File: src/common/board_pkg.sv
// ###################
// cabinet inputs and protection chip types
// used by the I/O ports, the protection unit and the testbench
// ###################

package board_pkg;

    // offsets inside the cab and sys pages
    localparam logic [1:0] CAB_P2   = 2'd0;
    localparam logic [1:0] CAB_P1   = 2'd1;
    localparam logic [1:0] SYS_COIN = 2'd0;
    localparam logic [1:0] SYS_DIPA = 2'd1;
    localparam logic [1:0] SYS_DIPB = 2'd2;

    typedef struct packed {
        logic [1:0] start;
        logic [1:0] coin;
        logic       service;
        logic [5:0] joy1;
        logic [5:0] joy2;
        logic [7:0] dipsw_a;
        logic [7:0] dipsw_b;
    } cab_in_t;

    typedef struct packed {
        logic [7:0] hi;
        logic [7:0] lo;
    } prot_bytes_t;

    // written a byte at a time, divided as a word
    typedef union packed {
        logic [15:0] word;
        prot_bytes_t bytes;
    } prot_word_u;

endpackage

File: src/hw/cabinet_io.sv
// ###################
// cabinet read ports: joysticks, coin/start/service and DIP switches
// one registered byte per strobe, shared by the cab and sys pages
// ###################
`timescale 1ns/10ps

module cabinet_io (
    input  logic                clk,
    input  logic                rst,
    input  logic                cab_cs,
    input  logic                sys_cs,
    input  logic [1:0]          sel,
    input  board_pkg::cab_in_t  cab,
    output logic [7:0]          dout
);
    import board_pkg::*;

    logic [5:0] joy;
    logic [7:0] cab_val, sys_val;

    always_comb begin
        joy = cab.joy2;
        case ({1'b0, sel[0]})
            CAB_P1: joy = cab.joy1;
            CAB_P2: joy = cab.joy2;
            default: joy = cab.joy2;
        endcase
    end

    // the board swaps the two direction pairs
    assign cab_val = {2'b11, joy[5:4], joy[2], joy[3], joy[0], joy[1]};

    always_comb begin
        case (sel)
            SYS_COIN: sys_val = {3'b111, cab.start, cab.service, cab.coin};
            SYS_DIPA: sys_val = cab.dipsw_a;
            SYS_DIPB: sys_val = cab.dipsw_b;
            default:  sys_val = 8'hff;
        endcase
    end

    always_ff @(posedge clk) begin
        if (rst) begin
            dout <= 8'hff;
        end else if (cab_cs) begin
            dout <= cab_val;
        end else if (sys_cs) begin
            dout <= sys_val;
        end
    end

endmodule

File: config.mk
export PLATFORM = sky130hd
export DESIGN_NAME = cabinet_io
export DESIGN_NICKNAME = d
export VERILOG_FILES = /design/src/common/board_pkg.sv /design/src/hw/cabinet_io.sv
export SDC_FILE = /design/constraint.sdc
export NUM_CORES = 1
export LEC_CHECK = 0
export BUFFER_PORTS_ARGS = -buffer_cell sky130_fd_sc_hd__buf_4
export CAP_MARGIN = 40
export CORE_MARGIN = 10
export CORE_UTILIZATION = 38
export DETAILED_ROUTE_END_ITERATION = 12
export HOLD_SLACK_MARGIN = 0.12
export PLACE_DENSITY = 0.78
export RECOVER_POWER = 50
export SYNTH_ARGS = -nofsm -noshare
export SYNTH_HDL_FRONTEND = slang
export SYNTH_SLANG_ARGS = --single-unit
File: constraint.sdc
create_clock -name clk -period 1.61 [get_ports clk]
set_clock_uncertainty 0.05 [all_clocks]
set_input_delay 0.0805 -clock clk [delete_from_list [all_inputs] [get_ports clk]]
set_output_delay 0.0805 -clock clk [all_outputs]
set_load 0.01 [all_outputs]
==> results.json <==
{
  "status": "finished, final reports clean",
  "reg2reg_slack_ns": 0.26,
  "yosys_most_used_dff": "dfxtp_1",
  "finalSetupViolCount": 0,
  "start_util_pct": 39.8,
  "finalMaxSlewViolations": 0,
  "grt_pass1_vias": 900,
  "maxSlewHeadroom_pct": 62.8,
  "use_met1_pct": 13.3,
  "met2_usage_pct": 31.8,
  "hpwl_um": 1620,
  "yosysUniqueCellTypes": 14,
  "r2r_cells": 3,
  "cts.htree.levels": 1,
  "grt_max_degree": 14,
  "vias": 745,
  "leakagePower_nw": 0.471,
  "yosysTopAreaCellShare_pct": 30.9,
  "cts.sinks": 8,
  "port_buffers": 46,
  "syn-num-nets": 90,
  "fmax_ghz": 0.656,
  "wl_um": 2690,
  "area_delta_synth_final_pct": 113,
  "crit_path_start_kind": "input pin",
  "yosys_register_bits": 8,
  "coreArea_um2": 1300,
  "grt_setup_unrepaired": "false",
  "peakVddDrop_v": 0.000416,
  "cap_violations": 0,
  "post-route-period-util_pct": 94.7,
  "netlist_area_um2": 518,
  "grtUsageTotal_pct": 16.0,
  "cp.arrival_ns": 1.61,
  "largest_reg_flops": 8,
  "fin_total_pwr_mw": 0.624,
  "crit_type": "in2reg",
  "largest_register": "dout",
  "end_kind": "flip-flop",
  "synth_top_cell_by_area": "dfxtp_1",
  "die_area_um2": 3240,
  "layout_min_cycle_time_ns": 1.52,
  "hold_class": "in2reg",
  "clk_latency_ns": 0.27,
  "finalSetupTns_ns": 0,
  "r2r-end": "dout[4]",
  "clock-root-buffer": "clkbuf_4",
  "drc": 0,
  "detail-route-antenna-nets": 0,
  "gp_congestion": 0.737,
  "yosys-top-cells-count": "dfxtp_1 (8), mux2_2 (8), o221ai_1 (8)",
  "firstDrtPassIters": 4,
  "yosysWarningCount": 0,
  "nFillCells": 83,
  "fin_nets": 162,
  "drtIter0Drc": 11,
  "clk_pin_slew_worst_paths_ns": 0.06,
  "tritoncts": "yes",
  "row_count": 13,
  "rr_startpoint": "dout[4]",
  "grt_antenna_before_repair": 1,
  "worst_slew_pin_slew_ns": 0.556,
  "powerDensity_nw_per_um2": 567,
  "grt_busiest_layer": "met2",
  "cts_made_buffers": 3,
  "gr-usage-met3_pct": 5.84,
  "ios": 47,
  "clockBufferDepth": 2,
  "worst-path-max-fanout": 1,
  "cp-endpoint": "dout[7]",
  "synth_edf_count": 0,
  "routed_via_density": 5.44,
  "die_x_um": 56.9,
  "ys_top_cells_by_area": "dfxtp_1 (31%), mux2_2 (17%), o221ai_1 (14%)",
  "ys_seq_area_share_pct": 30.9,
  "syn_inst": 51,
  "grt_pass1_wl_um": 4140,
  "syn_area_per_cell_um2": 10.2,
  "grt_overflow": 0,
  "dieHeight_um": 56.9,
  "top_regs": "dout: 8 flops",
  "async_reset_ff_share_pct": 0,
  "drive_above_1_share_pct": 44.6,
  "hold_violations": 0,
  "cp.required_ns": 1.69,
  "avgRoutedWirePerCell_um": 19.6,
  "startpoint": "cab[15]"
}
what timing repair did:
| item | 4_1_cts | 5_1_grt |
|---|---|---|
| gates resized for setup | 0 | 1 |
| setup endpoints to repair | 0 | 1 |
| hold buffers | 24 | 0 |
| buffers inserted | 0 | 0 |
| endpoints found under the hold margin | 8 | 0 |
cells by family (layout without fill, tap and decap cells):
group	count (synthesis)	after routing	synth area share [%]
multiplexers	11	11	26.1
AND/OR/NAND/NOR	15	15	13.8
flip-flops	8	8	30.9
buffers and inverters	3	73	4.35
other	0	1	0
AO/OA/AOI/OAI	14	14	24.9
where the power goes:
part	switching, mW	total, mW	internal (mW)
clock	0.0802	0.166	0.0861
sequential	0.00891	0.222	0.213
combinational	0.0876	0.236	0.148
total	0.177	0.624	0.448
cells in the final DEF, fill, tap and decap left out, types with 4 or more instances in the layout:
master	n
clkbuf_1	8
mux2_2	8
a221oi_1	4
nand2_1	6
dfxtp_1	8
dlygate4sd3_1	24
o221ai_1	8
nand2b_1	4
buf_4	38
critical path, cell delays in order:
cell	delay (ns)
dlygate4sd3_1	0.55
buf_4	0.15
o221ai_1	0.13
dlygate4sd3_1	0.60
nand3_1	0.10
through the flow:
stage          cells  hold slack [ns]  utilization [%]  setup WS [ns]  instance area (um2)
4_1_cts          136            0.121             86.3         0.0825                 1120
2_1_floorplan     51            0.115                -          0.648                  518
5_1_grt          137            0.139             84.6         0.0490                 1100
6_report         137            0.108             84.6         0.0851                 1100
3_3_place_gp     109            0.284             66.1          0.472                  860
3_5_place_dp     109            0.281             66.1          0.432                  860
area by class of cell:
class | instances | area [um2] | share of cell area, %
Antenna cell | 1 | 2.50 | 0.227
Clock buffer | 3 | 22.5 | 2.05
Multi-Input combinational cell | 40 | 342 | 31.0
Sequential cell | 8 | 160 | 14.5
Tap cell | 15 | 18.8 | 1.70
Timing Repair Buffer | 70 | 556 | 50.5
worst min path at each step:
stage	start	endpoint	slack (ns)	depth (start not counted)
after floorplan	rst	dout[4]	0.11	2
after global placement	rst	dout[4]	0.28	3
after detailed placement	rst	dout[4]	0.28	3
after CTS	cab[17]	dout[0]	0.12	4
after global routing	cab[23]	dout[0]	0.14	4
final	cab[23]	dout[0]	0.11	4
metal layers:
| layer | up-vias | share of wire (%) |
|---|---|---|
| li1 | 348 | - |
| met1 | 348 | 34 |
| met2 | 40 | 54 |
| met3 | 9 | 8.2 |
| met4 | 0 | 3.2 |
| met5 | - | 0 |
No activity file was read; power rests on OpenSTA's default activity.
