===== src/common/board_pkg.sv =====
// ###################
// cabinet inputs and protection chip types
// used by the I/O ports, the protection unit and the testbench
// ###################

package board_pkg;

    // offsets inside the cab and sys pages
    localparam logic [1:0] CAB_P2   = 2'd0;
    localparam logic [1:0] CAB_P1   = 2'd1;
    localparam logic [1:0] SYS_COIN = 2'd0;
    localparam logic [1:0] SYS_DIPA = 2'd1;
    localparam logic [1:0] SYS_DIPB = 2'd2;

    typedef struct packed {
        logic [1:0] start;
        logic [1:0] coin;
        logic       service;
        logic [5:0] joy1;
        logic [5:0] joy2;
        logic [7:0] dipsw_a;
        logic [7:0] dipsw_b;
    } cab_in_t;

    typedef struct packed {
        logic [7:0] hi;
        logic [7:0] lo;
    } prot_bytes_t;

    // written a byte at a time, divided as a word
    typedef union packed {
        logic [15:0] word;
        prot_bytes_t bytes;
    } prot_word_u;

endpackage


===== src/hw/prot_math.sv =====
// ###################
// protection chip: 16-bit divider with byte-wide operand registers
// write a and b, then read quotient and remainder bytes
// ###################
`timescale 1ns/10ps

module prot_math (
    input  logic       clk,
    input  logic       rst,
    input  logic       prot_cs,
    input  logic       prot_we,
    input  logic [2:0] addr,
    input  logic [7:0] wdata,
    output logic [7:0] rdata
);
    import board_pkg::*;

    prot_word_u  a, b;        // dividend, divisor
    logic [15:0] quot, rem;

    always_ff @(posedge clk) begin
        if (rst) begin
            a.word <= '0;
            b.word <= '0;
        end else if (prot_cs && prot_we) begin
            case (addr)
                3'd0: a.bytes.hi <= wdata;
                3'd1: a.bytes.lo <= wdata;
                3'd2: b.bytes.hi <= wdata;
                3'd3: b.bytes.lo <= wdata;
                default: ;   // no register here
            endcase
        end
    end

    // divide by zero saturates the quotient and passes a through
    always_comb begin
        if (b.word == 16'd0) begin
            quot = 16'hffff;
            rem  = a.word;
        end else begin
            quot = a.word / b.word;
            rem  = a.word % b.word;
        end
    end

    always_ff @(posedge clk) begin
        if (prot_cs && !prot_we) begin
            case (addr)
                3'd0:    rdata <= quot[15:8];
                3'd1:    rdata <= quot[7:0];
                3'd2:    rdata <= rem[15:8];
                3'd3:    rdata <= rem[7:0];
                default: rdata <= 8'hff;
            endcase
        end
    end

    a_no_cs_in_rst: assert property (@(posedge clk) rst |-> !prot_cs);

endmodule


===== config.mk =====
export PLATFORM = sky130hd
export DESIGN_NAME = prot_math
export DESIGN_NICKNAME = d
export VERILOG_FILES = /design/src/common/board_pkg.sv /design/src/hw/prot_math.sv
export SDC_FILE = /design/constraint.sdc
export NUM_CORES = 1
export LEC_CHECK = 0
export ABC_AREA = 1
export ABC_CLOCK_PERIOD_IN_PS = 39400
export BUFFER_PORTS_ARGS = -buffer_cell sky130_fd_sc_hd__buf_4
export CAP_MARGIN = 0
export CORE_MARGIN = 5
export CORE_UTILIZATION = 55
export CTS_BUF_LIST = sky130_fd_sc_hd__clkbuf_16
export DETAILED_ROUTE_END_ITERATION = 10
export GPL_TIMING_DRIVEN = 0
export PLACE_DENSITY = 0.71
export SYNTH_ARGS = -nofsm -noshare
export SYNTH_HDL_FRONTEND = slang
export SYNTH_SLANG_ARGS = --single-unit

===== constraint.sdc =====
create_clock -name clk -period 39.4 [get_ports clk]
set_input_delay 3.94 -clock clk [delete_from_list [all_inputs] [get_ports clk]]
set_output_delay 3.94 -clock clk [all_outputs]
set_load 0.05 [all_outputs]

==> run metrics, run 1 <==
Final #Nets=1684; status=finished clean; Layout Area Growth over Synthesis=6.48%; synthesized cell area=0.00945 mm²; reg-to-reg startpoint=b[0]$_SDFFE_PP0P_; Synth area leaders=ha_1 (18%), nand2_1 (15%), inv_1 (7.1%); layout filler cell count=1760; RSZ-0062 raised after global routing=no; vias in the first global route=9016; largest net degree at the start of global routing=20; antenna violations before repair=0; setup bufs post-CTS=0; Die W=141 µm; clk root buf=clkbuf_16; Clock Pin Slew Worst Setup and Hold Paths=0.06 ns; drc violations=0; worst min-delay path class=reg -> reg; Post-Synthesis Net Count=~1700; hold_buf cts=0; clk sinks=40; DRT Pass-1 Iters=5; Worst-Margin Slew=1.06 ns; Post-synth ARST share=0%; Post-Route WL=26.9 mm; post-synth top area cell=ha_1; Critical Path Fanout Max=17; top cell type's share of synthesized area=18.3%; WL per Instance=between 15 and 20 µm; period utilization=70.1%; total track usage=26.9%; Worst Setup Start Kind=flop; setup violators final=0; flop-to-flop setup slack=11.78 ns; Max Cap Viol=0; most frequent CP cell=nand2_1; commonest cells in the netlist=nand2_1 (386), inv_1 (178), ha_1 (138); top-count cell post-synth=nand2_1; cts bufs inserted=5; Worst-Skew Late Latency=between 0.2 and 0.3 ns; CTS tree=yes; Hold Crit Endpoint=a[15]$_SDFFE_PP0P_; slowest stage cell, crit path=ha_1; Resized cells post-CTS=0; reg2reg end=rdata[4]$_DFFE_PP_; Clock Skews=0.00545 ns; YS warnings=0; R2R cell count=between 150 and 200; hpwl dp=21.8 mm; WP data arrival=27.65 ns; Critical Setup Path Class=reg -> reg; Req. time, crit path=39.43 ns; crit-path max cell delay=0.50 ns; post-layout min period=approximately 28 ns; via count=9737; Syn Area/Cell=6.29 µm²; Row Count=48; deepest clock path buffer count=2; Die H=141 µm; via-per-instance ratio=between 5 and 6; starting density of the core=55.4%; Syn Inst Count=1502; top_reg_cell synth=dfxtp_1; Max Freq=36.2 MHz; Crit. End Element=flop; register area share after synthesis=9.32%; die outline area=between 0.015 and 0.02 mm²; Max-slew headroom=28.7%; gp weighted congestion=0.936; setup TNS=0 ns; port bufs=21; H-tree Lvls=2; Synth cell types=58; Final Hold Vio Count=0; depth of the worst hold-timing path=2; antenna diode count=0; Final Max Slew Viols=0; gr ovfl total=0; startpoint of the lowest-slack hold path=a[15]$_SDFFE_PP0P_; initial DRC count=between 700 and 800; layout cells sized above 1=12.1%; Post-synth EDFFs=8; Core Region=0.0171 mm²; first-pass GRT wire length=44.1 mm; number of synthesized register bits=40; IO Pins=23; antenna-violating nets left=0
[logic make-up (layout without fill, tap and decap cells)]
family	Yosys count	after routing	share of synthesized area, %
flip-flops	40	40	9.32
AND/OR/NAND/NOR	755	755	38.1
XOR/XNOR	72	72	6.67
AO/OA/AOI/OAI	263	263	17.3
buffers and inverters	233	262	10.1
adder cells (fa/ha/maj)	139	139	18.5
[worst max-delay path by stage]
stage | start | endpoint | slack [ns] | cells past startpoint
floorplan | b[0]$_SDFFE_PP0P_ | rdata[3]$_DFFE_PP_ | 16.31 | 188
global placement | b[0]$_SDFFE_PP0P_ | rdata[4]$_DFFE_PP_ | 12.16 | 186
detailed placement | b[0]$_SDFFE_PP0P_ | rdata[4]$_DFFE_PP_ | 11.95 | 187
CTS | b[0]$_SDFFE_PP0P_ | rdata[4]$_DFFE_PP_ | 11.86 | 187
global route | b[0]$_SDFFE_PP0P_ | rdata[3]$_DFFE_PP_ | 8.71 | 185
finish | b[0]$_SDFFE_PP0P_ | rdata[4]$_DFFE_PP_ | 11.78 | 186
[layer usage]
layer	global-route usage, %	wire, µm	part of all wire [%]	up-vias
li1	-	-	-	5090
met1	37.5	12700	47	4329
met2	44.4	11800	44	266
met3	2.65	1660	6.2	52
met4	6.73	741	2.8	0
met5	0	0	0	-
[sequential cells by signal (all words and copies together), names as in the netlist]
name and cells:
a 16, b 16, rdata 8
[area by class of cell]
class                   count  area (µm²)  area share (%)
inverters                 197         744            7.40
plain buffers              36         208            2.06
multi-input cells        1229        7610            75.7
clock buffers               5         125            1.24
flip-flops and latches     40         881            8.76
repair buffers             21         158            1.57
well taps                 225         282            2.80
clock inverters             3        47.5           0.473
[cells in the final DEF, fill, tap and decap left out, types with 32 or more instances in the layout]
| cell | count |
|---|---|
| nor2_1 | 89 |
| nand2_1 | 386 |
| xnor2_1 | 36 |
| dfxtp_1 | 32 |
| inv_1 | 178 |
| xor2_1 | 36 |
| a21oi_1 | 79 |
| nand3_1 | 109 |
| a211oi_1 | 35 |
| ha_1 | 138 |
| o21ai_0 | 60 |
| or2_2 | 41 |
| nand3_2 | 35 |
[critical path, delay by kind of cell (launching register included)]
family / cells / cell delay, ns
DFF: 1 / 0.42
AOI/OAI and AO/OA: 33 / 5.89
buffers and inverters: 27 / 3.25
adders and majority gates: 16 / 5.19
and+or+nand+nor: 108 / 12.36
xor gates and xnor gates: 2 / 0.20
[per-stage QoR]
step                worst slack [ns]  util (%)  instances  area (µm²)  hold slack [ns]
floorplan                      16.31         -       1502        9450            0.468
global placement               12.16      58.0       1748        9890            0.521
detailed placement             11.95      58.0       1748        9890            0.523
CTS                            11.86      59.0       1756       10100            0.535
global route                    8.71      59.0       1756       10100            0.550
finish                         11.78      59.0       1756       10100            0.540
Power of run 1 is not shown: default switching activity piles up to over one toggle a cycle in this logic, so the estimate is an artifact.
==> run 2: changes to the inputs <==
ABC_CLOCK_PERIOD_IN_PS = 23000   (was 39400)
PLACE_DENSITY = 0.74   (was 0.71)
clock period = 23 ns   (was 39.4 ns; I/O delays follow)
==> run 2 against run 1 <==
The run now fails in global routing (5_1_grt). Synthesized area stayed put. Synthesized cell count did not move.
==> run metrics, run 2 <==
YS warnings=0 (unchanged); Synth cell types=58 (unchanged); port bufs=21 (unchanged); total track usage=71.9%; IO Pins=23 (unchanged); status=did not finish; Die H=141 µm (unchanged); largest net degree at the start of global routing=17; commonest cells in the netlist=nand2_1 (386), inv_1 (178), ha_1 (138); top-count cell post-synth=nand2_1; Syn Area/Cell=6.29 µm² (unchanged); Synth area leaders=ha_1 (18%), nand2_1 (15%), inv_1 (7.1%); failing step=global routing (5_1_grt); GRT worst endpoint=rdata[3]$_DFFE_PP_/D; gp weighted congestion=0.943 (+0.79%); First Err=[ERROR GRT-0232] Routing congestion too high. Check the congestion heatmap in the GUI.; number of synthesized register bits=40 (unchanged); Cells after DPL=1748 (unchanged); Post-synth ARST share=0% (unchanged); starting density of the core=55.4% (unchanged); gr ovfl total=2; post-synth top area cell=ha_1; hold_buf cts=0 (unchanged); Die W=141 µm (unchanged); worst endpoint type=sequential cell input; top_reg_cell synth=dfxtp_1; register area share after synthesis=9.32% (unchanged); Post-synth EDFFs=8 (unchanged); Post-Synthesis Net Count=1656 (unchanged); synthesized cell area=0.00945 mm² (unchanged); Syn Inst Count=1502 (unchanged); cts bufs inserted=5 (unchanged); clk sinks=40 (unchanged); deepest clock path buffer count=2 (unchanged); H-tree Lvls=2 (unchanged); clk root buf=clkbuf_16; top cell type's share of synthesized area=18.3% (unchanged); Row Count=48 (unchanged); hpwl dp=22.2 mm (+1.9%)
## run 2: metal layers
metal | global-route usage [%] | GRT overflow
met5 | 32.1 | 0
met1 | 70.1 | 0
met3 | 60.2 | 0
met2 | 87.5 | 1
met4 | 70.1 | 1
## run 2: through the flow
step           TNS [ns]  hold WS (ns)  utilization [%]  worst slack, ns  cell area (µm²)
3_3_place_gp     -30.38         0.529             58.2            -3.92             9930
4_1_cts           -2.09         0.535             77.8           -0.323            13300
2_1_floorplan         0         0.478                -           0.0398             9490
3_5_place_dp     -34.57         0.523             58.2            -4.45             9930
## run 2: repair_timing
item | in CTS
pin swaps | 137
resized for setup | 310
setup endpoints to repair | 8
cloned | 3
setup buffers | 226
## run 2: cell families after synthesis
group,count (synthesis),synth area share (%)
buffers and inverters,233,10.1
AO/OA/AOI/OAI,263,17.3
adder cells (fa/ha/maj),139,18.5
flip-flops,40,9.32
XOR/XNOR,72,6.67
AND/OR/NAND/NOR,755,38.1
==> run 3: changes to the inputs <==
ABC_CLOCK_PERIOD_IN_PS = 29900   (was 23000)
CORE_UTILIZATION = 40   (was 55)
CTS_BUF_LIST = not set   (was sky130_fd_sc_hd__clkbuf_16)
PLACE_DENSITY = not set   (was 0.74)
PLACE_DENSITY_LB_ADDON = 0.15   (was not set)
clock period = 29.9 ns   (was 23 ns; I/O delays follow)
==> run 3 against run 2 <==
The run now ends clean.
==> run metrics, run 3 (synthesized netlist as in run 1, its figures left out) <==
worst min-delay path class=reg -> reg; gp weighted congestion=0.935 (-0.88%); via count=9784; port bufs=21 (unchanged); Layout Area Growth over Synthesis=8.63%; starting density of the core=40.5% (-15 points); first-pass GRT wire length=46.5 mm; deepest clock path buffer count=2 (unchanged); Max Freq=about 36 MHz; drc violations=0; clk sinks=40 (unchanged); met3 routed WL=1.63 mm; Core Region=0.0233 mm²; slowest stage cell, crit path=dfxtp_1; status=finished clean; largest net degree at the start of global routing=20; most frequent CP cell=nand2_1; commonest non-fill, non-tap cells in the layout=nand2_1 (386), inv_1 (172), ha_1 (138); antenna violations before repair=0; via-per-instance ratio=5.28; Final Max Slew Viols=0; layout cells sized above 1=between 10% and 20%; crit-path max cell delay=roughly 0.5 ns; Req. time, crit path=~30 ns; Max Cap Viol=0; DRT Pass-1 Iters=5; commonest non-fill, non-tap cell in the layout=nand2_1; Critical Path Fanout Max=10; antenna diode count=0; antenna-violating nets left=0; fin util=44.0%; hold_buf cts=0 (unchanged); Crit. End Element=flop; Largest regs=a: 16 flops, b: 16 flops, rdata: 8 flops; Post-Route WL=29.2 mm; gr ovfl total=0; hpwl dp=23.8 mm (+7.0%); H-tree Lvls=2 (unchanged); Met2 Wirelength=13.0 mm; period utilization=roughly 90%; Final #Nets=1688; Worst Setup Start Kind=flop; die outline area=between 0.02 and 0.03 mm²; setup TNS=0 ns; post-layout min period=27.55 ns; WL per Instance=15.8 µm; Clock Pin Slew Worst Setup and Hold Paths=around 0.070 ns; RSZ-0062 raised after global routing=no; Max-slew headroom=between 30% and 40%; IO Pins=23 (unchanged); initial DRC count=713; cts bufs inserted=5 (unchanged); Row Count=56 (+17%); Worst-Skew Late Latency=0.29 ns; total track usage=between 20% and 30%; Clock Skews=between 0.006 and 0.007 ns; WP data arrival=roughly 28 ns; vias in the first global route=9021; wl on met1=14.0 mm; Die W=164 µm (+16%); Critical Setup Path Class=reg -> reg; clk root buf=clkbuf_16; Final Hold Vio Count=0; CTS tree=yes; setup violators final=0; top layer in use=met4; Worst-Margin Slew=1.03 ns; Die H=164 µm (+16%)
-- run 3: worst max-delay path: cells and delay by family (launching register included) --
| kind | cells | cell delay [ns] |
|---|---|---|
| adder cells (fa/ha/maj) | 16 | 5.16 |
| AO/OA/AOI/OAI | 35 | 5.99 |
| flip-flops | 1 | 0.50 |
| AND/OR/NAND/NOR | 106 | 12.10 |
| buffers and inverters | 28 | 3.37 |
| XOR/XNOR | 1 | 0.13 |
-- run 3: routing by layer --
layer	GRT usage, %	vias up
met5	0	-
met4	4.54	0
met3	1.29	38
met2	36.1	272
met1	30.5	4364
li1	-	5110
-- run 3: what timing repair did --
item | CTS | global route
endpoints found under the setup margin | 0 | 8
gates resized for setup | 0 | 13
setup buffers | 0 | 4
-- run 3: stage by stage --
step	instances	cell area [µm²]	setup WS, ns	hold WS, ns
global route	1854	10300	0.0151	0.575
CTS	1850	10200	1.70	0.548
global placement	1842	10000	2.01	0.534
finish	1854	10300	2.35	0.553
floorplan	1502	9450	6.81	0.468
detailed placement	1842	10000	1.82	0.534
-- run 3: final cells by class --
class | count | area (µm²)
fill | 2497 | 13100
multi-input combinational | 1229 | 7640
sequential | 40 | 881
inverter | 197 | 771
tap | 319 | 399
buffer | 36 | 210
timing repair buffer | 25 | 188
clock buffer | 5 | 125
clock inverter | 3 | 47.5
-- run 3: path summary, 6_finish.rpt --
kind,from,to,slack (ns),depth (start not counted)
max,b[0]$_SDFFE_PP0P_,rdata[4]$_DFFE_PP_,2.35,186
max reg2reg,b[0]$_SDFFE_PP0P_,rdata[4]$_DFFE_PP_,2.35,186
min,a[15]$_SDFFE_PP0P_,a[15]$_SDFFE_PP0P_,0.55,2
min reg2reg,a[15]$_SDFFE_PP0P_,a[15]$_SDFFE_PP0P_,0.55,2
Power of run 3 is left out for the same reason.
==> run 4: changes to the inputs <==
ABC_AREA = not set   (was 1)
==> run 4 against run 3 <==
Flip-flop and latch count did not move. Hold slack got worse by 0.033 ns. Critical path depth fell by 55. Global-route usage rose by 3.6 points. First-iteration DRC count rose by 36%. Design area rose by 12%. Clock-buffer cell count rose by 1. Routed wire length rose by 27%. Synthesized cell count fell by 7.5%.
==> run metrics, run 4 <==
status=finished clean; Largest regs=a: 16 flops, b: 16 flops, rdata: 8 flops; Core Region=0.0242 mm² (+3.9%); CTS tree=yes; YS warnings=0 (unchanged); Final Max Slew Viols=0 (unchanged); Final #Nets=1619 (-4.1%); Worst-Skew Late Latency=0.29 ns (about the same); antenna-violating nets left=0 (unchanged); via count=11059 (+13%); via-per-instance ratio=6.18 (+17%); cts bufs inserted=5 (unchanged); top cell type's share of synthesized area=17.6% (-0.68 points); antenna diode count=0 (unchanged); layout cells sized above 1=16.6% (+3.7 points); post-synth top area cell=ha_1; Req. time, crit path=29.91 ns (-0.03 ns); register area=882 µm² (+0.14%); first-pass GRT wire length=56.7 mm (+22%); largest net degree at the start of global routing=18 (-10%); setup violators final=0 (unchanged); Post-Synthesis Net Count=1544 (-6.8%); clk root buf=clkbuf_16; clk sinks=40 (unchanged); Syn Area/Cell=7.06 µm² (+12%); Final Cell Area=0.0115 mm² (+12%); period utilization=95.7% (+3.5 points); WL per Instance=20.8 µm (+32%); DRT Pass-1 Iters=5 (unchanged); register area share after synthesis=8.98% (-0.35 points); vias in the first global route=9942 (+10%); Layout Area Growth over Synthesis=17.6%; area occupied by multi-input gates=0.00906 mm² (+19%); synthesized cell area=0.00981 mm² (+3.9%); hold_buf cts=0 (unchanged); commonest non-fill, non-tap cell in the layout=nand2_1; Final Hold Vio Count=0 (unchanged); port bufs=22 (+4.8%); hpwl dp=29.1 mm (+22%); Post-synth ARST share=0% (unchanged); Max Cap Viol=0 (unchanged); Max-slew headroom=29.9% (-1.2 points); Crit. End Element=flop; drc violations=0 (unchanged); Max Freq=35.0 MHz (-3.7%); gr ovfl total=0 (unchanged); antenna violations before repair=0 (unchanged); Syn Inst Count=1390 (-7.5%); Worst-Margin Slew=1.05 ns (+0.0250 ns); IO Pins=23 (unchanged); die outline area=0.0278 mm² (+3.6%); placed cell areas=0.0104 mm² (+3.9%); most frequent CP cell=ha_1; crit-path max cell delay=0.50 ns (about the same); initial DRC count=973 (+36%); Post-Route WL=37.3 mm (+27%); Row Count=57 (+1.8%); Synth area leaders=ha_1 (18%), a21oi_1 (7.0%), dfxtp_1 (6.5%); gp weighted congestion=0.965 (+3.3%); Clock Skews=0.00652 ns (-0.000452 ns); Post-synth EDFFs=8 (unchanged); H-tree Lvls=2 (unchanged); Clock Pin Slew Worst Setup and Hold Paths=0.06 ns (about the same); Die W=167 µm (+1.8%); starting density of the core=40.5% (about the same); total track usage=25.1% (+3.6 points); worst min-delay path class=reg -> reg; commonest non-fill, non-tap cells in the layout=nand2_1 (134), nor2_1 (131), ha_1 (129); commonest cells in the netlist=a21oi_1 (138), ha_1 (138), nand2_1 (136), nor2_1 (136), o21ai_0 (91); top_reg_cell synth=dfxtp_1; Die H=167 µm (+1.8%); Critical Path Fanout Max=10 (unchanged); Worst Setup Start Kind=flop; post-layout min period=28.60 ns (+1.05 ns); number of synthesized register bits=40 (unchanged); slowest stage cell, crit path=ha_2; Critical Setup Path Class=reg -> reg; layout filler cell count=2522 (+1.0%); WP data arrival=28.62 ns (+1.03 ns); deepest clock path buffer count=2 (unchanged); Synth cell types=88 (+52%)
==> run 4: cell types whose count changed in the layout (fill, tap and decap cells not counted), sizes merged, moves of 27 or more <==
cell   change
or2       -28
mux2i     +27
o21a      +34
nor2      +42
a21o      +30
a21oi     +56
nor3      +27
nand2    -276
buf       +49
nand3    -106
inv      -131
==> run 4: metal layers <==
metal	track usage (%)	routed length, µm	part of all wire [%]
met1	36.7	17500	47
met2	39.5	16300	44
met3	3.29	2770	7.4
met4	5.34	716	1.9
met5	0	0	0
==> run 4: area by class of cell <==
cell class | instances | area share [%]
Multi-Input combinational cell | 1236 | 78.5
Clock inverter | 2 | 0.119
Sequential cell | 40 | 7.64
Tap cell | 324 | 3.51
Inverter | 57 | 1.89
Clock buffer | 6 | 1.20
Buffer | 55 | 2.58
Timing Repair Buffer | 70 | 4.55
==> run 4: stage by stage <==
step           TNS, ns  worst slack, ns  hold slack, ns  cells  util (%)
3_3_place_gp    -36.46            -4.90           0.488   1736      42.8
3_5_place_dp    -35.92            -4.83           0.497   1737      42.9
6_report             0             1.30           0.521   1790      47.6
5_1_grt         -0.305           -0.136           0.554   1790      47.6
4_1_cts              0           0.0306           0.505   1755      44.8
2_1_floorplan        0             2.82           0.466   1390         -
==> run 4: worst paths after layout <==
path | from | to | slack [ns] | cells after the start
worst max-delay path | b[13]$_SDFFE_PP0P_ | rdata[3]$_DFFE_PP_ | 1.30 | 131
worst min-delay path | b[10]$_SDFFE_PP0P_ | b[10]$_SDFFE_PP0P_ | 0.52 | 2
worst max register to register | b[13]$_SDFFE_PP0P_ | rdata[3]$_DFFE_PP_ | 1.30 | 131
worst min register to register | b[10]$_SDFFE_PP0P_ | b[10]$_SDFFE_PP0P_ | 0.52 | 2
==> run 4: kinds of logic (layout without fill, tap and decap cells) <==
family	count (synthesis)	after routing	share of synthesized area, %
compound gates	494	494	33.7
fa+ha+maj	139	139	17.8
xor+xnor	84	84	7.50
mux	39	39	4.17
flops	40	40	8.97
simple gates	480	480	23.4
buf+inv	114	190	4.47
==> run 4: critical path, delay by kind of cell (launching register included) <==
kind | cells | cell delay, ns
DFF | 1 | 0.29
AOI/OAI and AO/OA | 62 | 13.16
buffers and inverters | 22 | 3.91
muxes | 1 | 0.33
adders and majority gates | 15 | 4.68
and+or+nand+nor | 31 | 5.88
==> run 4: what timing repair did <==
action | CTS | global route
gates cloned | 0 | 0
pin swaps | 8 | 26
setup buffers | 10 | 37
resized for setup | 69 | 105
setup endpoints to repair | 8 | 8
Power of run 4 is left out for the same reason.
