## config.mk

```make
export PLATFORM = sky130hd
export DESIGN_NAME = main_bus
export DESIGN_NICKNAME = d
export VERILOG_FILES = /design/src/common/main_pkg.sv /design/src/hw/main_bus/main_bus.sv
export SDC_FILE = /design/constraint.sdc
export NUM_CORES = 1
export LEC_CHECK = 0
export ABC_AREA = 1
export BUFFER_PORTS_ARGS = -buffer_cell sky130_fd_sc_hd__buf_2
export CAP_MARGIN = 20
export CORE_MARGIN = 2
export CORE_UTILIZATION = 30
export DETAILED_ROUTE_END_ITERATION = 8
export SLEW_MARGIN = 20
export SYNTH_ARGS = -nofsm -noshare
export SYNTH_HDL_FRONTEND = slang
export SYNTH_SLANG_ARGS = --single-unit
```

## constraint.sdc

```tcl
create_clock -name clk -period 2.4 [get_ports clk]
set_clock_uncertainty 0.15 [all_clocks]
set_input_delay 0.72 -clock clk [delete_from_list [all_inputs] [get_ports clk]]
set_output_delay 0.72 -clock clk [all_outputs]
set_load 0.05 [all_outputs]
```

## src/common/main_pkg.sv

```systemverilog
// ###################
// main CPU bus types and the address map
// shared by the bus sequencer, the top level and the testbench
// ###################

package main_pkg;

    localparam int RAM_AW = 11;
    localparam int ROM_AW = 17;
    localparam int BANK_W = 3;

    // address map, compared against the upper address bits
    localparam logic [1:0] ROM_BANKED   = 2'b01;      // A15:14, 4000-7fff
    localparam logic [2:0] GFX_BASE     = 3'b001;     // A15:13, 2000-3fff
    localparam logic [4:0] RAM_BASE     = 5'b00011;   // A15:11, 1800-1fff
    localparam logic [4:0] PAL_BASE     = 5'b00010;   // A15:11, 1000-17ff
    localparam logic [4:0] IO_PAGES     = 5'b00001;   // A15:11, 0800-0fff
    localparam logic [7:0] CFG_BASE     = 8'h00;      // A15:8
    localparam logic [12:0] VID_CFG_BASE = 13'h1000;

    // pages inside the I/O window, selected by A10:8
    localparam logic [2:0] PG_SND  = 3'd0;
    localparam logic [2:0] PG_CAB  = 3'd2;
    localparam logic [2:0] PG_SYS  = 3'd3;
    localparam logic [2:0] PG_BANK = 3'd4;
    localparam logic [2:0] PG_PROT = 3'd5;
    localparam logic [2:0] PG_WDOG = 3'd6;

    typedef struct packed {
        logic [15:0] addr;
        logic [7:0]  wdata;
        logic        rnw;
    } bus_req_t;

    typedef struct packed {
        logic [7:0] rdata;   // ff on writes
    } bus_rsp_t;

    typedef enum logic [3:0] {
        reg_rom, reg_ram, reg_pal, reg_gfx, reg_cfg,
        reg_cab, reg_sys, reg_bank, reg_prot, reg_none
    } region_e;

    typedef struct packed {
        logic [12:0] addr;
        logic        pal;
        logic        we;
        logic [7:0]  wdata;
    } vid_req_t;

endpackage

```

## src/hw/main_bus/main_bus.sv

```systemverilog
// ###################
// main CPU bus glue: accepts one access at a time, decodes it,
// strobes the device or waits on ROM, and returns a registered byte
// ###################
`timescale 1ns/10ps

module main_bus (
    input  logic                            clk,
    input  logic                            rst,
    input  logic                            req_valid,
    input  main_pkg::bus_req_t              req,
    output logic                            req_ready,
    output logic                            rsp_valid,
    output main_pkg::bus_rsp_t              rsp,
    input  logic                            rsp_ready,
    output logic                            rom_cs,
    output logic [main_pkg::ROM_AW-1:0]     rom_addr,
    input  logic [7:0]                      rom_data,
    input  logic                            rom_ok,
    output logic                            vid_cs,
    output main_pkg::vid_req_t              vid,
    input  logic [7:0]                      vid_dout,
    input  logic                            vblank,
    input  logic                            pause,
    input  logic                            irq_ack,
    output logic                            irq_n,
    output logic                            ram_cs,
    output logic                            ram_we,
    input  logic [7:0]                      ram_dout,
    output logic                            cab_cs,
    output logic                            sys_cs,
    input  logic [7:0]                      cab_dout,
    output logic                            prot_cs,
    output logic                            prot_we,
    input  logic [7:0]                      prot_dout,
    output logic [15:0]                     bus_addr,
    output logic [7:0]                      bus_wdata
);
    import main_pkg::*;

    typedef enum logic [1:0] {st_idle, st_data, st_rom, st_rsp} state_e;

    state_e              state;
    region_e             region, region_q;
    logic                rnw_q;
    logic                accept;
    logic [BANK_W-1:0]   bank;
    logic [3:0]          rom_page;
    logic                vblank_l, irq_q;

    always_comb begin
        region = reg_none;
        if (req.addr[15]) begin
            if (req.rnw) region = reg_rom;
        end else if (req.addr[15:14] == ROM_BANKED) begin
            if (req.rnw) region = reg_rom;
        end else if (req.addr[15:13] == GFX_BASE) begin
            region = reg_gfx;
        end else if (req.addr[15:11] == RAM_BASE) begin
            region = reg_ram;
        end else if (req.addr[15:11] == PAL_BASE) begin
            region = reg_pal;
        end else if (req.addr[15:8] == CFG_BASE) begin
            region = reg_cfg;
        end else if (req.addr[15:11] == IO_PAGES) begin
            case (req.addr[10:8])
                PG_CAB:  region = req.rnw ? reg_cab : reg_none;
                PG_SYS:  region = req.rnw ? reg_sys : reg_none;
                PG_BANK: region = req.rnw ? reg_none : reg_bank;
                PG_PROT: region = reg_prot;
                PG_SND, PG_WDOG: region = reg_none;   // accepted, no effect
                default: region = reg_none;
            endcase
        end
    end

    assign accept    = req_valid && req_ready;
    assign req_ready = state == st_idle;
    assign bus_addr  = req.addr;
    assign bus_wdata = req.wdata;

    // device strobes last exactly the acceptance cycle
    assign ram_cs  = accept && region == reg_ram;
    assign ram_we  = !req.rnw;
    assign cab_cs  = accept && region == reg_cab;
    assign sys_cs  = accept && region == reg_sys;
    assign prot_cs = accept && region == reg_prot;
    assign prot_we = !req.rnw;
    assign vid_cs  = accept && (region == reg_pal || region == reg_gfx || region == reg_cfg);

    always_comb begin
        vid.pal   = region == reg_pal;
        vid.we    = !req.rnw;
        vid.wdata = req.wdata;
        case (region)
            reg_cfg: vid.addr = VID_CFG_BASE | {5'd0, req.addr[7:0]};
            reg_gfx: vid.addr = {~req.addr[12], req.addr[11:0]};
            default: vid.addr = {2'b00, req.addr[10:0]};
        endcase
    end

    assign rom_page = {1'b0, bank} + 4'd4;   // banked pages start at 0x08000

    always_ff @(posedge clk) begin
        if (rst) begin
            state     <= st_idle;
            rsp_valid <= 1'b0;
            rom_cs    <= 1'b0;
            bank      <= '0;
        end else begin
            case (state)
                st_idle: if (accept) begin
                    if (region == reg_rom) begin
                        rom_cs <= 1'b1;
                        state  <= st_rom;
                    end else begin
                        state  <= st_data;
                    end
                    if (region == reg_bank) bank <= req.wdata[BANK_W-1:0];
                end
                st_data: begin
                    rsp_valid <= 1'b1;
                    state     <= st_rsp;
                end
                st_rom: if (rom_ok) begin
                    rom_cs    <= 1'b0;
                    rsp_valid <= 1'b1;
                    state     <= st_rsp;
                end
                st_rsp: if (rsp_ready) begin
                    rsp_valid <= 1'b0;
                    state     <= st_idle;
                end
                default: state <= st_idle;
            endcase
        end
    end

    always_ff @(posedge clk) begin
        if (accept) begin
            region_q <= region;
            rnw_q    <= req.rnw;
            rom_addr <= req.addr[15] ? {2'b00, req.addr[14:0]} : {rom_page, req.addr[12:0]};
        end
        if (state == st_rom && rom_ok) rsp.rdata <= rom_data;
        if (state == st_data) begin
            if (!rnw_q) begin
                rsp.rdata <= 8'hff;
            end else begin
                case (region_q)
                    reg_ram:                   rsp.rdata <= ram_dout;
                    reg_pal, reg_gfx, reg_cfg: rsp.rdata <= vid_dout;
                    reg_cab, reg_sys:          rsp.rdata <= cab_dout;
                    reg_prot:                  rsp.rdata <= prot_dout;
                    default:                   rsp.rdata <= 8'hff;
                endcase
            end
        end
    end

    // vblank edge latch, ack has priority
    always_ff @(posedge clk) begin
        if (rst) begin
            vblank_l <= 1'b0;
            irq_q    <= 1'b0;
        end else begin
            vblank_l <= vblank;
            if (irq_ack) begin
                irq_q <= 1'b0;
            end else if (vblank && !vblank_l && !pause) begin
                irq_q <= 1'b1;
            end
        end
    end

    assign irq_n = ~irq_q;

    // no device strobe while the ROM wait runs
    a_one_strobe: assert property (@(posedge clk) disable iff (rst)
        $onehot0({ram_cs, cab_cs, sys_cs, prot_cs, vid_cs, rom_cs}));

    a_rsp_busy: assert property (@(posedge clk) disable iff (rst)
        !(rsp_valid && req_ready));

    a_rom_hold: assert property (@(posedge clk) disable iff (rst)
        $fell(rom_cs) |-> $past(rom_ok));

endmodule

```

==> metrics.yaml, run 1 <==
final-setup-viol-count: 6
violations: "setup timing"
holdWs_ps: 330
p_sw_frac: 0.459
io_buffers: 140
core.rowCount: 32
hp-start: "rsp_valid"
tightest_slew_ps: 441
synth-seq-area-share: 0.444
fp.dieH_um: 94.1
holdPathStages: 2
die_area_um2: 8860
vdd_ir_drop_max_v: 0.000311
avgSynthCellArea_um2: 8.29
via_per_inst: 4.32
crit_type: "input pin to output port"
hold_end: "rsp_valid"
yosysTopAreaCellShare: 0.370
reg2reg_slack_ps: 440
synth_area_leader_cell: "edfxtp_1"
synth_area_leaders: "edfxtp_1 (37%), buf_4 (13%), nand2_1 (9.6%)"
reg2reg_from: "region_q[1]"
htreeDepth: 2
dr_wl_met3_um: 504
grt_pass1_vias: 2232
yosysWarnings: 0
fmax_mhz: 368
syn_inst: 294
dr.pass1.iters: 4
ios: 156
comb_power_share: 0.510
finalHoldViolations: 0
top_layer: "met4"
routedWlPerCell_um: 12.4
die_x_um: 94.1
r2r_end: "rsp[3]"
rr_worst_depth: 7
synthArstFlopShare: 0
finalWeightedCongestion: 0.792
finalWorstSetupSlack_ps: -319
final_cell_mix: "buf_2 (123), nand2_1 (53), buf_4 (50)"
wl_met1_um: 2760
ys.flop_type: "edfxtp_1"
outcome: "complete, but fails checks"
endpoint_kind: "output port"
drive_gt1_frac: 0.585
netlist_area_um2: 2440
layout_commonest_cell: "buf_2"
grt.total_usage: 0.148
startpoint: "req[20]"
power_leakage_nw: 1.85
power_density_nw_per_um2: 801
vias: 2376
antenna_found_initial: 0
finalSetupTns_ps: -1320
ys_types: 31
detail-route-antenna-nets: 0
required_ps: 1530
report.final.slew_viol_count: 0
path_max_fanout: 5
cts_buffer_depth: 2
min_path_type: "flip-flop to flip-flop"
final_nets: 524
drc: 0
min_period_ps: 2720
fin_util: 0.483
pwr-share-seq: 0.326
syn-num-nets: 371
cts_root_buf: "clkbuf_8"
routed_wl_um: 6840
drtIter0Drc: 42
switchingPower_mw: 1.39
rsz0062_at_grt: "true"
n_antenna_cell: 0
clock_power_share: 0.164
cts_tree: "built"
cts.sinks: 39
cts_buffers: 5
clkLatencyLatePin_ps: 290
start_util: 0.312
grt_max_degree: 19
p_int_mw: 1.63
maxCapViolations: 0
area_delta_synth_final_pct: 54.8
dr_wl_met2_um: 3510
grt_pass1_wl_um: 10300
period_share: 1.13
grt_overflow: 0
slew_headroom: 0.706
clk_pin_slew_ps: 70
coreArea_um2: 7810
startpoint_type: "input pin"
synth-seq-cells: 39
dp_hpwl_um: 5160
synth_edf_count: 30
arrival_ps: 1850
[worst max-delay path, stage by stage]
cell and delay [ps]:
buf_6 100, nor2_4 40, nand3_4 100, clkinvlp_4 130, nor2_4 130, nand2_2 70, buf_6 120, nor4_4 220
buf_6 200
[cell families after synthesis]
kind of cell,share of synthesized area
AOI/OAI and AO/OA,0.0473
adders and majority gates,0.0205
buffers and inverters,0.188
DFF,0.444
and+or+nand+nor,0.300
[power groups by stage]
stage | combinational (mW) | clock [mW] | sequential (mW)
4_1_cts | 1.53 | 0.520 | 0.987
3_5_place_dp | 1.49 | 0 | 1.00
6_report | 1.54 | 0.494 | 0.986
2_1_floorplan | 0.726 | 0 | 1.42
5_1_grt | 1.66 | 0.536 | 1.00
3_3_place_gp | 1.48 | 0 | 0.997
[Yosys cell counts (2+ instances only)]
library cell  number
a21oi_1            7
buf_4             42
clkbuf_1           4
dfxtp_1            9
edfxtp_1          30
ha_1               4
inv_1             30
nand2_1           62
nand2_2            3
nand3_1           14
nand3_2            3
nand4_1            9
nor2_1            37
nor2_2            16
nor2_4             2
nor3_1             3
o21ai_0            5
[through the flow]
step,power (mW),cells,setup WS [ps],cell area (µm²)
2_1_floorplan,2.14,294,-537,2510
3_3_place_gp,2.47,530,-485,3310
3_5_place_dp,2.49,530,-533,3310
4_1_cts,3.04,544,-326,3640
5_1_grt,3.19,550,-412,3770
6_report,3.02,550,-319,3770
[sequential cells by signal, indices dropped and copies added, names as in the netlist]
name,flops
vblank_l,1
rsp_valid,1
rom_cs,1
bank,3
irq_q,1
rnw_q,1
state,2
region_q,4
rom_addr,17
rsp,8
[routing by layer]
| layer | vias to the layer above | track usage |
|---|---|---|
| li1 | 1213 | - |
| met1 | 1076 | 0.161 |
| met2 | 81 | 0.281 |
| met3 | 6 | 0.0409 |
| met4 | 0 | 0.0374 |
| met5 | - | 0 |
[timing repair]
action,4_1_cts,5_1_grt
buffers inserted,6,6
endpoints found under the setup margin,8,8
gates resized for setup,53,26
pin swaps,20,16
hold buffers,0,0
endpoints found under the hold margin,0,0
gates cloned,0,0
[worst max-delay path by stage]
stage	end	slack, ps	cells after the start
after detailed placement	cab_cs	-530	9
after floorplan	cab_cs	-540	6
final	cab_cs	-320	9
after global placement	cab_cs	-480	9
after CTS	cab_cs	-330	10
after global routing	cab_cs	-410	10
[final cells by class]
type                    count  area [µm²]
flip-flops and latches     39        1080
well taps                 102         128
inverters                  31         130
repair buffers            193        1240
fillers                   742        4040
clock buffers               8         100
multi-input cells         177        1100
Power figures use the tool's default switching activity.
==> run 2: changes to the inputs <==
--- a/config.mk
+++ b/config.mk
@@ -10,6 +10,7 @@
 export CAP_MARGIN = 20
 export CORE_MARGIN = 2
 export CORE_UTILIZATION = 30
+export CTS_BUF_LIST = sky130_fd_sc_hd__clkbuf_8 sky130_fd_sc_hd__clkbuf_16
 export DETAILED_ROUTE_END_ITERATION = 8
 export SLEW_MARGIN = 20
 export SYNTH_ARGS = -nofsm -noshare
==> constraint.sdc (replaced) <==
create_clock -name clk -period 2.7 [get_ports clk]
set_clock_uncertainty 0.15 [all_clocks]
set_input_delay 0.81 -clock clk [delete_from_list [all_inputs] [get_ports clk]]
set_output_delay 0.81 -clock clk [all_outputs]
set_load 0.05 [all_outputs]
==> metrics.yaml, run 2 (synthesis results as in run 1) <==
drtIter0Drc: 58  # +38%
placed_cells: 530  # unchanged
die_area_um2: 8860  # unchanged
cts_buffer_depth: 2  # unchanged
holdWs_ps: 322  # -8.61 ps
grt_pass1_wl_um: 10400  # +1.3%
die_x_um: 94.1  # unchanged
endpoint_kind: "output port"
final_cell_mix: "buf_2 (125), nand2_1 (55), buf_4 (51)"
p_int_mw: 1.47  # -10%
start_util: 0.312  # unchanged
cts_root_buf: "clkbuf_8"
n_antenna_cell: 0  # unchanged
arrival_ps: 2000  # +150 ps
htreeDepth: 2  # unchanged
ios: 156  # unchanged
cts.sinks: 39  # unchanged
fmax_mhz: 338
dr.pass1.iters: 4  # unchanged
stdcell_area_um2: 3830  # +1.6%
grt.total_usage: 0.150  # +0.00170
coreArea_um2: 7810  # unchanged
grt_pass1_vias: 2325  # +4.2%
violations: "setup timing"
layout_commonest_cell: "buf_2"
place_area_um2: 3310  # +0.15%
final-setup-viol-count: 5  # -1
routed_wl_um: 6780  # -0.91%
finalHoldViolations: 0  # unchanged
holdBufCountCts: 0  # unchanged
area_delta_synth_final_pct: 57.2
final_nets: 530  # +1.1%
num-fill-cells: 717  # -3.4%
finalWeightedCongestion: 0.796  # +0.56%
via_per_inst: 4.30  # -0.37%
cts_tree: "built"
pwr-share-seq: 0.329  # +0.003
switchingPower_mw: 1.22  # -12%
min_period_ps: 2960
drc: 0  # unchanged
period_share: 1.09
tightest_slew_ps: 452  # +10.6 ps
grt_overflow: 0  # unchanged
cts_buffers: 5  # unchanged
required_ps: 1740  # +210 ps
report.final.slew_viol_count: 0  # unchanged
crit_type: "input pin to output port"
maxCapViolations: 0  # unchanged
power_leakage_nw: 1.88  # +1.5%
regArea_um2: 1080  # unchanged
clkLatencyLatePin_ps: 290  # about the same
final_cells: 556  # +1.1%
detail-route-antenna-nets: 0  # unchanged
clk_pin_slew_ps: 80  # about the same
rsz0062_at_grt: "true"
vdd_ir_drop_max_v: 0.000282  # -9.4%
startpoint_type: "input pin"
fp.dieH_um: 94.1  # unchanged
clock_power_share: 0.174  # +0.010
finalWorstSetupSlack_ps: -256  # +62.8 ps
reg_top3: "rom_addr (17), rsp (8), region_q (4)"
dp_hpwl_um: 5120  # -0.77%
slew_headroom: 0.699  # -0.00706
path_max_fanout: 3  # -2
io_buffers: 140  # unchanged
vias: 2393  # +0.72%
p_sw_frac: 0.454  # -0.00474
multiInputGateArea_um2: 1080  # -1.1%
largest_reg_flops: 17  # unchanged
routedWlPerCell_um: 12.2  # -2.0%
drive_gt1_frac: 0.586  # +0.00108
comb_power_share: 0.497  # -0.013
outcome: "complete, but fails checks"
max_flop_register: "rom_addr"
power_density_nw_per_um2: 702  # -12%
core.rowCount: 32  # unchanged
antenna_found_initial: 0  # unchanged
grt_max_degree: 19  # unchanged
min_path_type: "flip-flop to flip-flop"
[run 2: cell types whose count changed in the layout (fill, tap and decap cells not counted), moves of 2 or more]
cell,previous run,this run
buf_2,123,125
nor2_4,12,14
nand2_1,53,55
nand2_4,4,2
buf_12,1,3
[run 2: path summary, 6_finish.rpt]
kind	startpoint	to	slack [ps]	depth (start not counted)
setup / recovery	req[19]	cab_cs	-260	9
setup reg to reg	state[1]	rsp[5]	740	6
hold / removal	rsp_valid	rsp_valid	320	2
hold reg to reg	rsp_valid	rsp_valid	320	2
[run 2: power by group through the flow]
stage          registers, mW  clock network, mW  logic (mW)
2_1_floorplan           1.26                  0       0.645
3_3_place_gp           0.895                  0        1.29
3_5_place_dp           0.899                  0        1.30
4_1_cts                0.886              0.492        1.34
5_1_grt                0.898              0.512        1.44
6_report               0.885              0.468        1.34
[run 2: layout make-up]
type,count,area share
Clock buffer,7,0.0281
Clock inverter,1,0.00131
Timing Repair Buffer,199,0.339
Sequential cell,39,0.282
Multi-Input combinational cell,177,0.283
Inverter,31,0.0333
Tap cell,102,0.0333
[run 2: through the flow]
stage | power, mW | setup TNS [ps] | utilization | setup WS (ps)
after CTS | 2.72 | -1250 | 0.482 | -215
after floorplan | 1.90 | -1510 | - | -417
after detailed placement | 2.20 | -1360 | 0.424 | -382
after global routing | 2.85 | -1110 | 0.491 | -314
final | 2.69 | -777 | 0.491 | -256
after global placement | 2.18 | -1270 | 0.424 | -359
[run 2: what timing repair did]
action,4_1_cts,5_1_grt
setup buffers,17,10
pin swaps,21,14
gates resized for setup,56,19
hold endpoints to repair,0,0
endpoints found under the setup margin,6,10
[run 2: critical path, stage by stage]
cell,delay (ps)
buf_2,130
buf_12,120
nand3_1,70
nand3_1,90
nand3_2,110
nand2_2,90
buf_6,130
nor4_4,230
buf_6,200
[run 2: per-layer routing]
| layer | part of all wire | up-vias | global-route usage |
|---|---|---|---|
| met5 | 0 | - | 0 |
| met4 | 0.0090 | 0 | 0.0374 |
| met3 | 0.066 | 6 | 0.0329 |
| met2 | 0.52 | 85 | 0.296 |
| met1 | 0.41 | 1077 | 0.159 |
| li1 | - | 1225 | - |
==> run 3: changes to the inputs <==
--- a/config.mk
+++ b/config.mk
@@ -9,9 +9,10 @@
 export BUFFER_PORTS_ARGS = -buffer_cell sky130_fd_sc_hd__buf_2
 export CAP_MARGIN = 20
 export CORE_MARGIN = 2
-export CORE_UTILIZATION = 30
-export CTS_BUF_LIST = sky130_fd_sc_hd__clkbuf_8 sky130_fd_sc_hd__clkbuf_16
+export CORE_UTILIZATION = 42
+export CTS_BUF_LIST = sky130_fd_sc_hd__clkbuf_4 sky130_fd_sc_hd__clkbuf_8
 export DETAILED_ROUTE_END_ITERATION = 8
+export PLACE_DENSITY = 0.79
 export SLEW_MARGIN = 20
 export SYNTH_ARGS = -nofsm -noshare
 export SYNTH_HDL_FRONTEND = slang
==> metrics.yaml, run 3 (synthesis results as in run 1) <==
cp_cell_sequence: "buf_8 -> nor2_4 -> nand2_2 -> nand2_1 -> nand2_1 -> nand3_2 -> nand2_2 -> buf_6 -> nor4_4 -> buf_6"
core.rowCount: 27  # -16%
coreArea_um2: 5540  # -29%
final_nets: 516  # -2.6%
final-setup-viol-count: 5  # unchanged
clkLatencyLatePin_ps: 280  # about the same
period_share: 1.09  # -0.00696
finalWeightedCongestion: 0.876  # +10%
crit_type: "input pin to output port"
drive_gt1_frac: 0.566  # -0.0200
finalHoldViolations: 0  # unchanged
layout_commonest_cell: "buf_2"
fp.dieH_um: 80.2  # -15%
violations: "setup timing"
reg_top3: "rom_addr (17), rsp (8), region_q (4)"
antenna_found_initial: 0  # unchanged
ios: 156  # unchanged
use_met2: 0.396  # +0.0994
dr.pass1.iters: 5  # +1
detail-route-antenna-nets: 0  # unchanged
cts_buffer_depth: 2  # unchanged
worst_path_max_delay_cell: "nor4_4"
maxCapViolations: 0  # unchanged
grt_pass1_wl_um: 10000  # -4.2%
routedWlPerCell_um: 12.7  # +4.6%
vias: 2403  # +0.42%
fmax_mhz: 340  # +0.64%
arrival_ps: 1980  # -20 ps
power_leakage_nw: 1.78  # -5.1%
path_max_fanout: 3  # unchanged
cts_tree: "built"
n_antenna_cell: 0  # unchanged
startpoint_type: "input pin"
rr_worst_depth: 7  # +1
cts_root_buf: "clkbuf_8"
cts_buffers: 5  # unchanged
drtIter0Drc: 106  # +83%
grt_overflow: 0  # unchanged
min_path_type: "flip-flop to flip-flop"
grt.total_usage: 0.201  # +0.0510
hp-start: "rsp_valid"
power_density_nw_per_um2: 733  # +4.3%
start_util: 0.440  # +0.128
grt_pass1_vias: 2333  # +0.34%
cts.sinks: 39  # unchanged
drc: 0  # unchanged
largest_reg_flops: 17  # unchanged
htreeDepth: 2  # unchanged
min_period_ps: 2940  # -18.8 ps
via_per_inst: 4.69  # +9.0%
endpoint_kind: "output port"
rsz0062_at_grt: "true"
cp_slowest_stage_delay_ps: 230  # about the same
fin_util: 0.649  # +0.159
grt_util_met3: 0.0427  # +0.00979
report.final.slew_viol_count: 0  # unchanged
tightest_slew_ps: 416  # -35.8 ps
outcome: "complete, but fails checks"
max_flop_register: "rom_addr"
final_cell_mix: "buf_2 (127), nand2_1 (55), buf_4 (43)"
use_met1: 0.203  # +0.0446
clk_pin_slew_ps: 70  # about the same
num-fill-cells: 460  # -36%
finalWorstSetupSlack_ps: -237  # +18.8 ps
io_buffers: 140  # unchanged
finalSetupTns_ps: -730  # +47.0 ps
dp_hpwl_um: 4990  # -2.5%
vdd_ir_drop_max_v: 0.000444  # +57%
reg2reg_slack_ps: 740  # about the same
holdPathStages: 2  # unchanged
routed_wl_um: 6530  # -3.7%
busiest_layer: "met2"
area_delta_synth_final_pct: 47.7
die_x_um: 80.2  # -15%
slew_headroom: 0.722  # +0.0239
required_ps: 1740  # about the same
grt_max_degree: 23  # +4
r2r_end: "rsp[5]"
reg2reg_from: "region_q[3]"
hold_end: "rsp_valid"
die_area_um2: 6430  # -27%
[run 3: cell types whose count changed in the layout (fill, tap and decap cells not counted), sizes merged]
cell	before	now
buf	198	185
clkinv	1	0
[run 3: per-layer routing]
metal | vias to the layer above | share of wire | wire (µm)
met5 | - | 0 | 0
met4 | 0 | 0.012 | 80
met3 | 6 | 0.076 | 498
met2 | 114 | 0.54 | 3550
met1 | 1085 | 0.37 | 2390
li1 | 1198 | - | -
[run 3: cell type report]
| type | instances | area, µm² | share of cell area |
|---|---|---|---|
| clock buffers | 8 | 104 | 0.0289 |
| inverters | 31 | 128 | 0.0355 |
| well taps | 72 | 90.1 | 0.0250 |
| flip-flops and latches | 39 | 1080 | 0.301 |
| multi-input cells | 177 | 1060 | 0.294 |
| repair buffers | 185 | 1140 | 0.317 |
[run 3: worst max-delay path by stage]
stage / end / slack (ps) / cells past startpoint / start
3_5_place_dp: cab_cs / -380 / 9 / req[23]
6_report: cab_cs / -240 / 10 / req[17]
3_3_place_gp: cab_cs / -340 / 9 / req[23]
5_1_grt: cab_cs / -320 / 10 / req[17]
2_1_floorplan: cab_cs / -420 / 6 / req[0]
4_1_cts: cab_cs / -210 / 10 / req[17]
[run 3: report_power, final]
part           internal, mW  switching, mW  total (mW)
registers             0.834         0.0547       0.889
logic                 0.352          0.963        1.31
clock network         0.243          0.189       0.432
total                  1.43           1.21        2.64
[run 3: timing repair]
action,4_1_cts,5_1_grt
hold buffers,0,0
pin swaps,21,3
setup endpoints to repair,5,7
cloned,0,0
setup buffers,8,1
gates resized for setup,49,10
[run 3: per-stage QoR]
stage	worst slack (ps)	instances	power (mW)	cell area, µm²	hold WS, ps
2_1_floorplan	-417	294	1.90	2500	305
3_3_place_gp	-342	495	2.14	3220	304
4_1_cts	-207	511	2.65	3560	336
6_report	-237	512	2.64	3600	330
3_5_place_dp	-384	495	2.17	3220	326
5_1_grt	-322	512	2.80	3600	367
[run 3: critical path, delay by kind of cell]
| kind | cells | cell delay [ps] |
|---|---|---|
| simple gates | 7 | 750 |
| buf+inv | 3 | 420 |
